==> src/rtl/scaler_pkg.sv <==
package scaler_pkg;

    localparam int PIX_W   = 8;
    localparam int MAX_DIM = 32;
    localparam int DIM_W   = 6;
    localparam int ADDR_W  = 10;
    localparam int FRAC_W  = 16;
    localparam int POS_W   = DIM_W + FRAC_W;
    localparam int WT_W    = 34;  // 17b x 17b product

    typedef struct packed {
        logic [PIX_W-1:0] r;
        logic [PIX_W-1:0] g;
        logic [PIX_W-1:0] b;
    } rgb_t;

    typedef struct packed {
        logic vsync;
        logic de;
        rgb_t pix;
    } video_t;

    typedef struct packed {
        logic [DIM_W-1:0]  src_w;
        logic [DIM_W-1:0]  src_h;
        logic [DIM_W-1:0]  dst_w;
        logic [DIM_W-1:0]  dst_h;
        logic [FRAC_W-1:0] x_ratio;
        logic [FRAC_W-1:0] y_ratio;
    } scale_cfg_t;

    typedef struct packed {
        logic              vsync;
        logic              de;
        logic [DIM_W-1:0]  x_int;
        logic [DIM_W-1:0]  y_int;
        logic [FRAC_W-1:0] x_frac;
        logic [FRAC_W-1:0] y_frac;
    } coord_t;

    typedef struct packed {
        rgb_t p00;
        rgb_t p01;
        rgb_t p10;
        rgb_t p11;
    } quad_t;

    typedef struct packed {
        logic [WT_W-1:0] w00;
        logic [WT_W-1:0] w01;
        logic [WT_W-1:0] w10;
        logic [WT_W-1:0] w11;
    } weight_t;

    typedef enum logic [1:0] {
        S_IDLE,
        S_Y_LOAD,
        S_X_SWEEP,
        S_Y_INC
    } sched_state_e;

    // row-major, one row per MAX_DIM entries
    function automatic logic [ADDR_W-1:0] store_addr(
        input logic [DIM_W-1:0] x,
        input logic [DIM_W-1:0] y
    );
        store_addr = ADDR_W'(y) * ADDR_W'(MAX_DIM) + ADDR_W'(x);
    endfunction

endpackage

==> src/rtl/src_writer.sv <==
`timescale 1ns/1ps

module src_writer
    import scaler_pkg::*;
(
    input  logic              clk_in2,
    input  logic              rst_n,
    input  scale_cfg_t        cfg,
    input  video_t            src,
    output logic              wr_en,
    output logic [ADDR_W-1:0] wr_addr,
    output rgb_t              wr_pix,
    output logic [DIM_W-1:0]  rows_done,
    output logic              frame_start
);

    logic             vs_d;
    logic             valid_d;
    logic             pix_valid;
    logic             row_end;
    logic [DIM_W-1:0] col_cnt;
    logic [DIM_W-1:0] row_cnt;

    assign pix_valid   = src.vsync & src.de;
    assign row_end     = src.vsync & valid_d & ~pix_valid;  // falling de
    assign frame_start = src.vsync & ~vs_d;
    assign rows_done   = row_cnt;

    always_ff @(posedge clk_in2)
    begin
        if (!rst_n)
        begin
            vs_d    <= 1'b0;
            valid_d <= 1'b0;
            col_cnt <= '0;
            row_cnt <= '0;
            wr_en   <= 1'b0;
        end
        else
        begin
            vs_d    <= src.vsync;
            valid_d <= pix_valid;
            col_cnt <= pix_valid ? col_cnt + 1'b1 : '0;
            if (!src.vsync)
                row_cnt <= '0;
            else if (row_end)
                row_cnt <= row_cnt + 1'b1;
            // drop anything outside the configured frame
            wr_en <= pix_valid && (col_cnt < cfg.src_w) && (row_cnt < cfg.src_h);
        end
    end

    always_ff @(posedge clk_in2)
    begin
        wr_addr <= store_addr(col_cnt, row_cnt);
        wr_pix  <= src.pix;
    end

endmodule

==> config.mk <==
export PLATFORM = sky130hd
export DESIGN_NAME = src_writer
export DESIGN_NICKNAME = d
export VERILOG_FILES = /design/src/rtl/scaler_pkg.sv /design/src/rtl/src_writer.sv
export SDC_FILE = /design/constraint.sdc
export NUM_CORES = 1
export LEC_CHECK = 0
export BUFFER_PORTS_ARGS = -buffer_cell sky130_fd_sc_hd__buf_2
export CORE_MARGIN = 4
export CORE_UTILIZATION = 38
export CTS_CLUSTER_DIAMETER = 40
export CTS_CLUSTER_SIZE = 28
export DETAILED_ROUTE_END_ITERATION = 10
export PLACE_DENSITY_LB_ADDON = 0.08
export SLEW_MARGIN = 15
export SYNTH_ARGS = -nofsm -noshare
export SYNTH_HDL_FRONTEND = slang
export SYNTH_SLANG_ARGS = --single-unit
==> constraint.sdc <==
create_clock -name clk_in2 -period 1.5 [get_ports clk_in2]
set_input_delay 0.15 -clock clk_in2 [delete_from_list [all_inputs] [get_ports clk_in2]]
set_output_delay 0.15 -clock clk_in2 [all_outputs]
set_load 0.01 [all_outputs]
Word-level counts from Yosys, hierarchy flattened
Cells that the tools add are included. W data, S select, Z words.

Flip-flop bits (word level): 49. Bits of input ports: 84. Output and inout port bits: 42. Word-level logic and storage cells: 24.

$add $sub $neg: 3. Magnitude comparators: 2. Bitwise logic cells: 6. Reductions and logical operators: 4.

Operators with widths (number): $add A6 B1 Y6 const B (2); $lt A6 B6 Y1 (2); $add A10 B6 Y10 (1); $and A1 B1 Y1 (4); $reduce_and A2 Y1 (2); $logic_and A1 B1 Y1 (2); $not A1 Y1 (2).

Depth between registers and ports, before layout
Depth in word-level cells: 3. Depth in mapped cells: 6.

Worst setup path before layout
OpenSTA, ideal clock, no wires.

Path type: register -> register. Start: reg row_cnt[5] (netlist: rows_done[5]). End: reg wr_en. Arrival: 1270 ps. Data required time: 1434 ps. Setup slack: 164 ps. Stages on the path, launching flop included: 5. Clock period less this slack: 1336 ps. Cell sequence: dfxtp_1 -> ha_1 -> a2111oi_4 -> o221ai_2 -> a21oi_2.

Cells in the longest elaborated chain, start to end: 2.

Ends and longest elaborated chain: start: declaration (RTL line src_writer.sv:22) `logic [DIM_W-1:0] row_cnt;`; start signal: assignment (RTL line src_writer.sv:47) `row_cnt <= row_cnt + 1'b1;`; $lt A6 B6 Y1 (RTL line src_writer.sv:49) `wr_en <= pix_valid && (col_cnt < cfg.src_w) && (row_cnt < cfg.src_h);`; $logic_and A1 B1 Y1 (RTL line src_writer.sv:49); end signal: assignment (RTL line src_writer.sv:49); end: declaration (RTL line src_writer.sv:10) `output logic wr_en,`.

Every way passes these cells. A chain may end at the register's enable or synchronous reset.

Worst setup path after layout
Same ends and word-level chain as after synthesis.

==> results.py <==
metrics = {
    "run_status": {
        "status": "completed",
    },
    "power_and_ir_drop": {
        "p_per_area_mw_per_mm2": 1030,
        "power.leakage_nw": 1.23,
        "vdd_drop_max_mv": 0.684,
    },
    "sta": {
        "finalCritPeriodShare_pct": 93.9,
        "fin_skew_ns": 0.00786,
        "worst_pin_slew_ns": 0.331,
        "rsz0062_at_grt": "false",
        "min_period_ns": 1.41,
        "timing.fmax_mhz": 710,
        "timing.final.hold_violations": 0,
        "slew_headroom_pct": 77.9,
        "setup_viol": 0,
        "fin_setup_tns_ns": 0,
        "finalMaxSlewViolations": 0,
    },
    "clock_network": {
        "clock_tree.buffer_depth": 2,
        "htreeDepth": 2,
        "cts_inserted_buffers": 5,
        "post_cts_buffers": 0,
        "path_clk_slew_ns": 0.08,
        "cts_tree": "built",
        "cts.sinks": 49,
        "postCtsResizedCells": 0,
        "clk-insertion-delay-late_ns": 0.29,
        "hold_buffers": 24,
        "cts-root-buf": "clkbuf_8",
    },
    "critical_path": {
        "worstPathRequired_ns": 1.72,
        "path_max_fanout": 3,
        "worst_setup_path_start_kind": "register",
        "cp-end-kind": "register",
        "crit_type": "register to register",
        "arrival_ns": 1.63,
    },
    "layout": {
        "layout_commonest_cell": "buf_2",
        "final_util_pct": 59.9,
        "synthToLayoutAreaGrowth_pct": 52.1,
        "multi_input_area_sq_um": 556,
        "fin_area_sq_mm": 0.00241,
        "num-fill-cells": 362,
        "drive_gt1_share_pct": 38.2,
        "seqCellArea_sq_um": 981,
        "final_cell_mix": "81 x buf_2, 49 x dfxtp_1, 24 x dlygate4sd3_1, 14 x ha_1, 12 x inv_1",
        "antenna_cells": 0,
        "fin_nets": 343,
        "fin_cells": 296,
    },
    "synth": {
        "yosysWarnings": 0,
        "synthFlopType": "dfxtp_1",
        "synth.cell_area_sq_mm": 0.00159,
        "ys_async_sr_fraction_pct": 0,
        "syn_nets": 231,
        "synth_area_per_cell_sq_um": 11.9,
        "postSynthCellCount": 133,
        "synth.distinct_cells": 25,
        "synth-edff-count": 0,
        "ys_seq_elements": 49,
        "synth-seq-area-share_pct": 61.8,
    },
    "die": {
        "die_y_microns": 72.6,
        "dieArea_sq_mm": 0.00527,
        "core-area_sq_mm": 0.00403,
        "row_count": 23,
        "io_pins": 126,
        "initial_core_util_pct": 39.4,
        "die_x_microns": 72.6,
    },
    "placement": {
        "placed_area_sq_mm": 0.00206,
        "port_buffers": 81,
        "dp_cells": 264,
        "place_congestion": 0.730,
        "hpwl_microns": 2590,
    },
    "grt": {
        "first_global_vias": 1335,
        "overflow": 0,
        "grt_pass1_wl_microns": 5910,
        "grt_max_degree": 15,
        "antenna_found_initial": 0,
        "grt_use_total_pct": 14.2,
    },
    "route": {
        "viasPerCell": 4.35,
        "dr.pass1.iters": 3,
        "post_drt_wl_per_cell_microns": 12.0,
        "drtIter0Drc": 65,
        "drc": 0,
        "wl_microns": 3570,
        "vias": 1289,
        "postRouteAntennaNets": 0,
    },
    "flow_run": {
        "cap_violations": 0,
    },
    "worst_hold_path": {
        "hp-class": "primary input to register",
    },
}
[layer usage]
| layer | up-vias | part of all wire (%) | track usage, % |
|---|---|---|---|
| met1 | 581 | 39 | 16.2 |
| li1 | 664 | - | - |
| met5 | - | 0 | 0 |
| met2 | 42 | 53 | 25.3 |
| met4 | 0 | 0.36 | 4.51 |
| met3 | 2 | 7.4 | 4.41 |
[flip-flops by register name, summed over array words and instances, names as in the netlist]
register   cells
wr_en          1
rows_done      6
valid_d        1
wr_addr       10
vs_d           1
wr_pix        24
col_cnt        6
[final timing paths]
kind,endpoint,slack [ns],startpoint,cells past startpoint
worst max-delay path,wr_en,0.09,rows_done[5],4
worst min-delay path,col_cnt[1],0.16,src[24],2
worst max register to register,wr_en,0.09,rows_done[5],4
worst min register to register,wr_addr[4],0.42,col_cnt[4],0
[Yosys cell counts (all sizes together) (2+ instances only)]
| master | n | area [sq um] |
|---|---|---|
| nand2 | 6 | 22.5 |
| a21oi | 7 | 38.8 |
| dfxtp | 49 | 981 |
| and3 | 2 | 12.5 |
| nand3 | 8 | 52.6 |
| o21ai | 2 | 10.0 |
| xnor2 | 5 | 43.8 |
| nor2 | 9 | 33.8 |
| inv | 12 | 45.0 |
| xor2 | 6 | 52.6 |
| ha | 14 | 175 |
| nand2b | 2 | 12.5 |
| nand4 | 2 | 12.5 |
[cells by family (layout without fill, tap and decap cells)]
family | Yosys count | after routing | share of synthesized area (%)
flops | 49 | 49 | 61.8
fa+ha+maj | 14 | 14 | 11.0
compound gates | 12 | 12 | 6.23
simple gates | 34 | 34 | 11.7
buf+inv | 13 | 126 | 3.15
xor+xnor | 11 | 11 | 6.07
[metrics by stage]
step                power, mW  hold slack, ns  worst slack [ns]
finish                   2.49           0.162            0.0916
global route             2.60           0.156            0.0297
CTS                      2.52           0.153            0.0798
detailed placement       1.54           0.254             0.101
global placement         1.53           0.252             0.159
floorplan                1.44           0.178             0.164
[critical path, stage by stage (launching register included)]
cell and delay, ns:
dfxtp_1 0.40, ha_1 0.31, a2111oi_4 0.38, o221ai_2 0.15
a21oi_2 0.11
[where the power goes]
part / switching [mW] / internal, mW
Sequential: 0.0114 / 1.34
Clock: 0.389 / 0.543
Combinational: 0.0845 / 0.119
Total: 0.485 / 2.00
[final cells by class]
| cell class | instances | area share (%) |
|---|---|---|
| Sequential cell | 49 | 40.6 |
| Clock inverter | 1 | 1.24 |
| Inverter | 12 | 1.87 |
| Clock buffer | 7 | 3.58 |
| Timing Repair Buffer | 106 | 27.1 |
| Tap cell | 50 | 2.59 |
| Multi-Input combinational cell | 71 | 23.0 |
No activity file was read; power rests on OpenSTA's default activity.
