$ cat config.mk
export PLATFORM = sky130hd
export DESIGN_NAME = output_scheduler
export DESIGN_NICKNAME = d
export VERILOG_FILES = /design/src/rtl/scaler_pkg.sv /design/src/rtl/output_scheduler.sv
export SDC_FILE = /design/constraint.sdc
export NUM_CORES = 1
export LEC_CHECK = 0
export BUFFER_PORTS_ARGS = -buffer_cell sky130_fd_sc_hd__clkbuf_2
export CAP_MARGIN = 20
export CORE_MARGIN = 3
export CORE_UTILIZATION = 35
export CTS_BUF_LIST = sky130_fd_sc_hd__clkbuf_2
export CTS_CLUSTER_SIZE = 24
export DETAILED_ROUTE_END_ITERATION = 8
export SLEW_MARGIN = 20
export SYNTH_ARGS = -nofsm -noshare
export SYNTH_HDL_FRONTEND = slang
export SYNTH_SLANG_ARGS = --single-unit
$ cat constraint.sdc
create_clock -name clk_in2 -period 11.9 [get_ports clk_in2]
set_clock_uncertainty 0.1 [all_clocks]
set_input_delay 2.38 -clock clk_in2 [delete_from_list [all_inputs] [get_ports clk_in2]]
set_output_delay 2.38 -clock clk_in2 [all_outputs]
set_load 0.01 [all_outputs]
$ cat src/rtl/scaler_pkg.sv
package scaler_pkg;

    localparam int PIX_W   = 8;
    localparam int MAX_DIM = 32;
    localparam int DIM_W   = 6;
    localparam int ADDR_W  = 10;
    localparam int FRAC_W  = 16;
    localparam int POS_W   = DIM_W + FRAC_W;
    localparam int WT_W    = 34;  // 17b x 17b product

    typedef struct packed {
        logic [PIX_W-1:0] r;
        logic [PIX_W-1:0] g;
        logic [PIX_W-1:0] b;
    } rgb_t;

    typedef struct packed {
        logic vsync;
        logic de;
        rgb_t pix;
    } video_t;

    typedef struct packed {
        logic [DIM_W-1:0]  src_w;
        logic [DIM_W-1:0]  src_h;
        logic [DIM_W-1:0]  dst_w;
        logic [DIM_W-1:0]  dst_h;
        logic [FRAC_W-1:0] x_ratio;
        logic [FRAC_W-1:0] y_ratio;
    } scale_cfg_t;

    typedef struct packed {
        logic              vsync;
        logic              de;
        logic [DIM_W-1:0]  x_int;
        logic [DIM_W-1:0]  y_int;
        logic [FRAC_W-1:0] x_frac;
        logic [FRAC_W-1:0] y_frac;
    } coord_t;

    typedef struct packed {
        rgb_t p00;
        rgb_t p01;
        rgb_t p10;
        rgb_t p11;
    } quad_t;

    typedef struct packed {
        logic [WT_W-1:0] w00;
        logic [WT_W-1:0] w01;
        logic [WT_W-1:0] w10;
        logic [WT_W-1:0] w11;
    } weight_t;

    typedef enum logic [1:0] {
        S_IDLE,
        S_Y_LOAD,
        S_X_SWEEP,
        S_Y_INC
    } sched_state_e;

    // row-major, one row per MAX_DIM entries
    function automatic logic [ADDR_W-1:0] store_addr(
        input logic [DIM_W-1:0] x,
        input logic [DIM_W-1:0] y
    );
        store_addr = ADDR_W'(y) * ADDR_W'(MAX_DIM) + ADDR_W'(x);
    endfunction

endpackage

$ cat src/rtl/output_scheduler.sv
`timescale 1ns/1ps

module output_scheduler
    import scaler_pkg::*;
(
    input  logic             clk_in2,
    input  logic             rst_n,
    input  scale_cfg_t       cfg,
    input  logic [DIM_W-1:0] rows_done,
    input  logic             frame_start,
    output coord_t           coord
);

    sched_state_e     state;
    logic [POS_W-1:0] x_acc;
    logic [POS_W-1:0] y_acc;
    logic [DIM_W-1:0] x_cnt;
    logic [DIM_W-1:0] y_cnt;
    logic [DIM_W-1:0] y_int;
    logic [DIM_W:0]   rows_need;
    logic             rows_ready;
    logic             last_col;
    logic             last_row;
    logic             vs_q;
    logic             de_q;
    logic [POS_W-1:0] x_pos_q;
    logic [POS_W-1:0] y_pos_q;

    assign y_int    = y_acc[POS_W-1:FRAC_W];
    assign last_col = (x_cnt == cfg.dst_w - 1'b1);
    assign last_row = (y_cnt == cfg.dst_h - 1'b1);

    // rows y_int and y_int+1, only y_int on the bottom source row
    assign rows_need  = (y_int + 1'b1 >= cfg.src_h) ? (DIM_W+1)'(cfg.src_h)
                                                    : (DIM_W+1)'(y_int) + 2'd2;
    assign rows_ready = ((DIM_W+1)'(rows_done) >= rows_need);

    // ------------------------------
    // raster FSM

    always_ff @(posedge clk_in2)
    begin
        if (!rst_n)
        begin
            state <= S_IDLE;
            y_acc <= '0;
            y_cnt <= '0;
        end
        else
        begin
            case (state)
                S_IDLE:
                begin
                    if (frame_start)
                    begin
                        y_acc <= '0;
                        y_cnt <= '0;
                        state <= S_Y_LOAD;
                    end
                end
                S_Y_LOAD:
                begin
                    if (rows_ready)
                        state <= S_X_SWEEP;
                end
                S_X_SWEEP:
                begin
                    if (last_col)
                        state <= S_Y_INC;
                end
                S_Y_INC:
                begin
                    y_acc <= y_acc + cfg.y_ratio;
                    y_cnt <= y_cnt + 1'b1;
                    state <= last_row ? S_IDLE : S_Y_LOAD;
                end
                default:
                    state <= S_IDLE;
            endcase
        end
    end

    always_ff @(posedge clk_in2)
    begin
        if (!rst_n)
        begin
            x_acc <= '0;
            x_cnt <= '0;
        end
        else if (state == S_X_SWEEP)
        begin
            x_acc <= x_acc + cfg.x_ratio;
            x_cnt <= x_cnt + 1'b1;
        end
        else
        begin
            x_acc <= '0;
            x_cnt <= '0;
        end
    end

    // ------------------------------
    // sample register

    always_ff @(posedge clk_in2)
    begin
        if (!rst_n)
        begin
            vs_q <= 1'b0;
            de_q <= 1'b0;
        end
        else
        begin
            de_q <= (state == S_X_SWEEP);
            if (state == S_X_SWEEP && x_cnt == '0 && y_cnt == '0)
                vs_q <= 1'b1;  // first sample
            else if (state == S_Y_INC && last_row)
                vs_q <= 1'b0;
        end
    end

    always_ff @(posedge clk_in2)
    begin
        x_pos_q <= x_acc;
        y_pos_q <= y_acc;
    end

    assign coord = '{vsync:  vs_q,
                     de:     de_q,
                     x_int:  x_pos_q[POS_W-1:FRAC_W],
                     y_int:  y_pos_q[POS_W-1:FRAC_W],
                     x_frac: x_pos_q[FRAC_W-1:0],
                     y_frac: y_pos_q[FRAC_W-1:0]};

endmodule

After elaboration in Yosys (flattened, before gate mapping)
Index checks and enable logic that the tools add are counted.
Storage, ports and cells
  register bits: 104
  latch bits: 0
  memory bits (writable): 0
  memory bits (read-only): 0
  input bits: 65
  output and inout bits: 46
  word-level logic and storage cells: 50
  memories: 0
Cells by class
  $add $sub $neg: 8
  multiply operators: 0
  div/mod/pow operators: 0
  $lt $le $gt $ge: 2
  equality and inequality tests: 8
  shift-type cells: 0
  multiplexer cells: 12
  bitwise gates (word level): 0
  reductions and logical operators: 11
Operators by type and width (number)
  adder 22 x 16 -> 22 bit: 2
  one-hot mux 22 bit (2 select lines): 1
  two-way mux 22 bit: 1
  adder 6 x 1 -> 6 bit, second input constant: 3
  equality test 6 bit: 2
  zero test 6 bit: 2
  one-hot mux 6 bit (2 select lines): 1
  subtractor 6 x 1 -> 6 bit, second input constant: 2
  one-hot mux 2 bit (4 select lines): 1
  adder 6 x 2 -> 7 bit, second input constant: 1
  >= comparator 6 x 7 -> 1 bit: 1
  two-way mux 7 bit: 1
  >= comparator 6 bit: 1
  two-way mux 2 bit: 3
  two-way mux 6 bit: 1
  inequality test 2 bit, second input constant: 3
  equality test 2 bit, second input constant: 2
  AND reduction 2 bit: 2
  nonzero test 2 bit: 2
  logical AND 1 bit: 3
  two-way mux 1 bit: 3
  AND reduction 3 bit: 1
  equality test 2 x 1 -> 1 bit, second input constant: 1
  zero test 2 bit: 1

Logic depth before layout (Yosys ltp)
Gate-level depths: netlist of run 1.
  word-level depth: 6
  depth in mapped cells: 18

Worst setup path before layout of run 1
No wires, ideal clock.
  path kind: in2reg
  start: input port cfg[46] in the netlist's numbering
  end: register state[0]
  setup time: 0.129 ns
  arrival: 5.071 ns
  setup slack: 6.600 ns
  stages: 15
  buffers on the path: 1
  path through: inv_1 ha_1 a21o_1 a31oi_1 o21ai_0 clkbuf_1 mux2_2 ha_1 nand2b_1 a2111oi_0 o31ai_1 o31ai_1 a221oi_2 nor4b_1 a211oi_1
Between the ends
  word-level cells in the longest chain between the ends: 5
RTL lines
  start: declaration: line output_scheduler.sv:8  | input scale_cfg_t cfg,
  >= comparator 6 bit: line output_scheduler.sv:34  | assign rows_need = (y_int + 1'b1 >= cfg.src_h) ? (DIM_W+1)'(cfg.src_h)
  two-way mux 7 bit *: line output_scheduler.sv:34
  >= comparator 6 x 7 -> 1 bit *: line output_scheduler.sv:36  | assign rows_ready = ((DIM_W+1)'(rows_done) >= rows_need);
  inequality test 2 bit (no line) *
  AND reduction 3 bit (no line) *
  end signal: assignment: line output_scheduler.sv:75  | state <= last_row ? S_IDLE : S_Y_LOAD;
  end: declaration: line output_scheduler.sv:14  | sched_state_e state;
Every way passes the cells marked *; elsewhere a longest branch is shown, timed or not.
A chain may end at the register's enable or synchronous reset.

Worst setup path in the final report of run 1
Same ends and word-level chain as after synthesis.

==> results of run 1 <==
metal layers:
layer / vias up / track usage / routed length (um)
li1: 2244 / - / -
met1: 2001 / 0.196 / 5840
met2: 70 / 0.229 / 5350
met3: 19 / 0.0338 / 530
met4: 0 / 0.0538 / 201
met5: - / 0 / 0
power groups by stage:
stage | sequential (W) | combinational (W) | clock, W
floorplan | 0.000390 | 0.000129 | 0
global placement | 0.000390 | 0.000180 | 0
detailed placement | 0.000391 | 0.000185 | 0
CTS | 0.000385 | 0.000186 | 0.000191
global route | 0.000388 | 0.000207 | 0.000206
finish | 0.000384 | 0.000185 | 0.000181
state kept, by name, summed over array words and instances, names as in the netlist:
name     cells
de_q         1
state        2
vs_q         1
x_acc       22
x_cnt        6
x_pos_q     22
y_acc       22
y_cnt        6
y_pos_q     22
cells in the final DEF, fill, tap and decap left out, types with 3 or more instances in the layout:
master      n
mux2i_1     5
nand2_1    43
nor3_1      6
o31ai_1     8
inv_1      29
a22oi_1     6
nand2b_1   15
o21a_1      5
a32oi_1     3
o21ai_0    23
nand3_1    13
a211o_1     3
a31oi_1     6
a21o_1     19
xnor2_1    24
inv_6       3
ha_1       57
nor2_1     45
clkbuf_2  113
a21oi_1    39
xor2_1     28
and3_1      5
nor2b_1    15
nand4_1    10
o211ai_1    3
dfxtp_1   104
o21ai_1     6
synth_stat cells (6+ instances only):
master / count / area (um^2)
nor2b_1: 15 / 93.8
xnor2_1: 24 / 210
nand2_1: 43 / 161
nor3_1: 6 / 30.0
clkbuf_1: 13 / 48.8
a22oi_1: 6 / 45.0
xor2_1: 28 / 245
a21oi_1: 39 / 195
o21ai_1: 6 / 30.0
nand4_1: 10 / 62.6
a21o_1: 19 / 143
nand3_1: 13 / 65.1
o31ai_1: 8 / 60.1
nand2b_1: 15 / 93.8
ha_1: 57 / 713
a31oi_1: 6 / 37.5
o21ai_0: 23 / 115
dfxtp_1: 104 / 2080
nor2_1: 45 / 169
inv_1: 29 / 109
area by class of cell:
type                       count  area [um^2]  area share
tap                          184          230      0.0373
antenna                        1         2.50    0.000405
timing repair buffer         106          536      0.0868
clock buffer                   9         45.0     0.00730
sequential                   104         2080       0.337
multi-input combinational    431         3080       0.500
inverter                      29          109      0.0176
clock inverter                 7         83.8      0.0136
stage by stage:
| step | hold slack (ns) | instance area, um^2 |
|---|---|---|
| floorplan | 0.229 | 5340 |
| global placement | 0.241 | 6040 |
| detailed placement | 0.245 | 6040 |
| CTS | 0.274 | 6170 |
| global route | 0.273 | 6170 |
| finish | 0.270 | 6170 |
how the worst min path moves through the flow:
| stage | from | endpoint | slack (ns) | cells past startpoint |
|---|---|---|---|---|
| after floorplan | y_acc[19] | y_pos_q[19] | 0.23 | 0 |
| after global placement | x_acc[11] | x_pos_q[11] | 0.24 | 0 |
| after detailed placement | x_acc[13] | x_pos_q[13] | 0.24 | 0 |
| after CTS | x_acc[21] | x_pos_q[21] | 0.27 | 0 |
| after global routing | x_acc[21] | x_pos_q[21] | 0.27 | 0 |
| final | x_acc[21] | x_pos_q[21] | 0.27 | 0 |
cell families (layout without fill, tap and decap cells):
group	Yosys count	count (layout)	synth area share
other	0	1	0
AO/OA/AOI/OAI	143	143	0.180
adder cells (fa/ha/maj)	59	59	0.141
AND/OR/NAND/NOR	171	171	0.160
XOR/XNOR	52	52	0.0852
multiplexers	6	6	0.0115
flip-flops	104	104	0.390
buffers and inverters	45	151	0.0332
==> flow_metrics.py, run 1 <==
metrics = {
    "run_status": {
        "outcome": "finished clean",
    },
    "setup_path": {
        "end_kind": "flop",
        "cp.depth": 16,
        "critical_path_class": "input pin to flop",
        "crit_chain": "clkbuf_2, inv_1, ha_1, a21o_1, a31oi_1, o21ai_0, buf_4, mux2_2, ha_1, nand2b_1, a2111oi_0, o31ai_1, o31ai_1, a221oi_2, nor4b_1, a211oi_1",
        "startpoint": "cfg[46]",
        "cp_top_family": "compound AO/OA/AOI/OAI gates",
        "crit_buf_inv": 3,
        "required_ns": 12.36,
        "worstSetupEndpoint": "state[0]",
        "reg2reg_depth": 17,
        "worstReg2RegEnd": "state[0]",
        "rrSetupSlack_ns": 7.74,
        "arrival_ns": 5.31,
        "max_stage_delay_ns": 0.37,
        "worstSetupStartpointType": "input pin",
        "crit_slowest_cell": "a221oi_2",
        "cp_max_fo": 11,
        "r2r-start": "y_acc[16]",
    },
    "route": {
        "drt_iter0_drc": 204,
        "drc_errors": 0,
        "wl_per_cell_um": 13.7,
        "drtAntennaViolNets": 0,
        "via_count": 4334,
        "drt_pre_antenna_iters": 4,
        "via_per_inst": 4.98,
        "routed_wl_mm": 11.9,
    },
    "global_routing": {
        "grt_max_degree": 26,
        "grt_overflow": 0,
        "grt_pass1_vias": 4262,
        "antenna_found_initial": 0,
        "grt_usage": 0.146,
        "grt_pass1_wl_mm": 19.9,
    },
    "timing": {
        "worst_slack_ns": 7.05,
        "drv_slew": 0,
        "maxSlewHeadroom": 0.389,
        "finalHoldViolations": 0,
        "finalCriticalPeriod_ns": 4.85,
        "rsz0062_at_grt": "false",
        "setup_tns_ns": 0,
        "finalSetupViolCount": 0,
        "worstMarginPinSlew_ns": 0.915,
        "clock.fmax_ghz": 0.206,
        "post-route-period-util": 0.407,
    },
    "die": {
        "dieWidth_um": 130,
        "core-area_mm2": 0.0148,
        "die_h_um": 130,
        "row_count": 44,
        "ioPinCount": 111,
        "start_util": 0.362,
        "die-area_mm2": 0.0168,
    },
    "power_and_ir_drop": {
        "power_frac_seq": 0.512,
        "p_int_w": 0.000499,
        "power.share.clock": 0.242,
        "cellLeakagePower_nw": 2.85,
        "swShare": 0.334,
        "power.switching_w": 0.000250,
        "p_comb_frac": 0.246,
        "power_density_mw_per_mm2": 121,
        "ir_worst_vdd_v": 0.0000511,
        "power.total_w": 0.000750,
    },
    "synthesis": {
        "synth-seq-cells": 104,
        "syn-num-nets": 704,
        "syn_avg_cell_area_um2": 9.21,
        "synth_cell_types": 60,
        "ys_seq_area_frac": 0.390,
        "syn_area_mm2": 0.00534,
        "synth-edff-count": 0,
        "synth_cells": 580,
        "ys_async_sr_fraction": 0,
        "ys.flop_type": "dfxtp_1",
        "yosys_warnings": 0,
    },
    "layout": {
        "utilization": 0.418,
        "area_growth_pct": 15.5,
        "num-fill-cells": 1478,
        "final_cells": 871,
        "drive_gt1_frac": 0.194,
        "nets": 805,
    },
    "placed_design": {
        "dp.final_hpwl_mm": 9.25,
        "gp_congestion": 0.817,
        "dp_cells": 854,
        "io_buffers": 104,
        "pre_cts_ws_ns": 6.31,
    },
    "clocking": {
        "insertion_delay_ns": 0.63,
        "cts_tree": "built",
        "postCtsSetupBuffers": 0,
        "h-tree-depth": 3,
        "clkSlewWorstSetupHoldPaths_ns": 0.32,
        "clockBufferDepth": 2,
        "cts.sinks": 104,
        "cts_root_buf": "clkbuf_2",
        "post_cts_resized": 0,
        "cts_buffers": 9,
        "ctsHoldBuffers": 0,
    },
    "min_path": {
        "hp-class": "flop to flop",
    },
    "flow_run": {
        "max_cap_violations": 0,
    },
}
Power figures use the tool's default switching activity.
==> run 2, diff against run 1 <==
==> constraint.sdc (replaced) <==
create_clock -name clk_in2 -period 4.9 [get_ports clk_in2]
set_clock_uncertainty 0.1 [all_clocks]
set_input_delay 0.98 -clock clk_in2 [delete_from_list [all_inputs] [get_ports clk_in2]]
set_output_delay 0.98 -clock clk_in2 [all_outputs]
set_load 0.01 [all_outputs]
==> run 2 against run 1 <==
  * Utilization about the same
  * First-iteration DRC count is 11% lower
  * Final cell count unchanged
  * Largest cell class unchanged
==> flow_metrics.py, run 2 (synthesis gave the netlist of run 1 again) <==
metrics = {
    "power_and_ir_drop": {
        "power_frac_seq": 0.514,
        "power.total_w": 0.00181,
        "ir_worst_vdd_v": 0.000128,
        "p_int_w": 0.00121,
        "cellLeakagePower_nw": 2.85,
        "swShare": 0.334,
        "power.share.clock": 0.237,
        "p_comb_frac": 0.248,
        "power.switching_w": 0.000607,
        "power_density_mw_per_mm2": 294,
    },
    "timing": {
        "post-route-period-util": 0.837,
        "worst_slack_ns": 0.801,
        "maxSlewHeadroom": 0.376,
        "clock.fmax_ghz": 0.244,
        "finalHoldViolations": 0,
        "drv_slew": 0,
        "worstMarginPinSlew_ns": 0.934,
        "finalCriticalPeriod_ns": 4.10,
        "setup_tns_ns": 0,
        "hold-worst-slack_ns": 0.273,
        "rsz0062_at_grt": "false",
        "finalSetupViolCount": 0,
    },
    "route": {
        "drtAntennaViolNets": 0,
        "drt_pre_antenna_iters": 4,
        "via_per_inst": 4.99,
        "via_count": 4345,
        "drt_iter0_drc": 182,
        "wl_per_cell_um": 13.8,
        "drc_errors": 0,
        "routed_wl_mm": 12.0,
    },
    "global_routing": {
        "grt_max_degree": 26,
        "grt_usage": 0.144,
        "grt_pass1_vias": 4195,
        "grt_overflow": 0,
        "grt_pass1_wl_mm": 19.6,
        "antenna_found_initial": 0,
    },
    "setup_path": {
        "cp_max_fo": 10,
        "rrSetupSlack_ns": 0.80,
        "reg2reg_depth": 18,
        "cp_common_cell": "ha_1",
        "worstReg2RegEnd": "state[0]",
        "critical_path_class": "flop to flop",
        "crit_slowest_cell": "dfxtp_1",
        "startpoint": "y_acc[16]",
        "required_ns": 5.34,
        "worstSetupStartpointType": "flop",
        "crit_chain": "ha_1, nand3_1, xnor2_1, ha_1, a21o_1, a21oi_1, o21ai_0, buf_4, nor2_1, a21oi_1, ha_1, o21a_1, nor2_1, o31ai_1, o31ai_1, a221oi_2, nor4b_1, a211oi_1",
        "max_stage_delay_ns": 0.62,
        "r2r-start": "y_acc[16]",
        "end_kind": "flop",
        "arrival_ns": 4.54,
        "worstSetupEndpoint": "state[0]",
    },
    "die": {
        "core-area_mm2": 0.0148,
        "dieWidth_um": 130,
        "die_h_um": 130,
        "row_count": 44,
        "ioPinCount": 111,
        "start_util": 0.362,
        "die-area_mm2": 0.0168,
    },
    "clocking": {
        "insertion_delay_ns": 0.64,
        "cts_buffers": 9,
        "clkSlewWorstSetupHoldPaths_ns": 0.28,
        "ctsHoldBuffers": 0,
        "cts_tree": "built",
        "cts.sinks": 104,
        "postCtsSetupBuffers": 0,
        "h-tree-depth": 3,
        "post_cts_resized": 0,
        "cts_root_buf": "clkbuf_2",
        "clockBufferDepth": 2,
    },
    "placed_design": {
        "dp.final_hpwl_mm": 9.33,
        "place_area_mm2": 0.00604,
        "io_buffers": 104,
        "gp_congestion": 0.811,
        "pre_cts_ws_ns": 0.817,
    },
    "layout": {
        "final_common_cell": "clkbuf_2",
        "nets": 805,
        "final_area_mm2": 0.00617,
        "final_cell_mix": "clkbuf_2, dfxtp_1, ha_1",
        "area_growth_pct": 15.4,
        "drive_gt1_frac": 0.194,
        "num-fill-cells": 1458,
    },
    "flow_run": {
        "max_cap_violations": 0,
    },
    "min_path": {
        "hp-class": "flop to flop",
        "min_from": "x_acc[8]",
    },
    "run_status": {
        "outcome": "finished clean",
    },
}
[run 2: through the flow]
stage,utilization,cells
after detailed placement,0.409,854
after CTS,0.418,870
after global routing,0.418,870
after global placement,0.409,854
after floorplan,-,580
final,0.418,871
[run 2: worst min path at each step]
stage | slack, ns | cells past startpoint | end
floorplan | 0.23 | 0 | y_pos_q[19]
global placement | 0.24 | 0 | x_pos_q[11]
CTS | 0.27 | 0 | x_pos_q[8]
finish | 0.27 | 0 | x_pos_q[8]
detailed placement | 0.24 | 0 | x_pos_q[8]
global route | 0.28 | 0 | x_pos_q[13]
[run 2: layout make-up]
class | count | area, um^2 | area share
multi-input combinational | 431 | 3080 | 0.500
antenna | 1 | 2.50 | 0.000406
timing repair buffer | 106 | 536 | 0.0869
tap | 184 | 230 | 0.0373
inverter | 29 | 109 | 0.0177
clock inverter | 7 | 77.6 | 0.0126
clock buffer | 9 | 45.0 | 0.00731
sequential | 104 | 2080 | 0.338
[run 2: power by group through the flow]
stage / Clock [W] / Combinational, W / Sequential (W)
3_3_place_gp: 0 / 0.000437 / 0.000946
6_report: 0.000431 / 0.000451 / 0.000933
3_5_place_dp: 0 / 0.000452 / 0.000950
5_1_grt: 0.000487 / 0.000506 / 0.000941
4_1_cts: 0.000455 / 0.000454 / 0.000935
2_1_floorplan: 0 / 0.000314 / 0.000948
[run 2: metal layers]
layer	vias to the layer above	track usage	wire, um
met4	0	0.0501	185
li1	2251	-	-
met5	-	0	0
met3	17	0.0326	492
met2	77	0.226	5370
met1	2000	0.196	5940
[run 2: critical path, delay by kind of cell, from the launching register on]
| kind | cells | cell delay (ns) |
|---|---|---|
| fa+ha+maj | 3 | 0.92 |
| xor+xnor | 1 | 0.16 |
| buf+inv | 1 | 0.19 |
| compound gates | 9 | 1.46 |
| simple gates | 4 | 0.58 |
| flops | 1 | 0.62 |
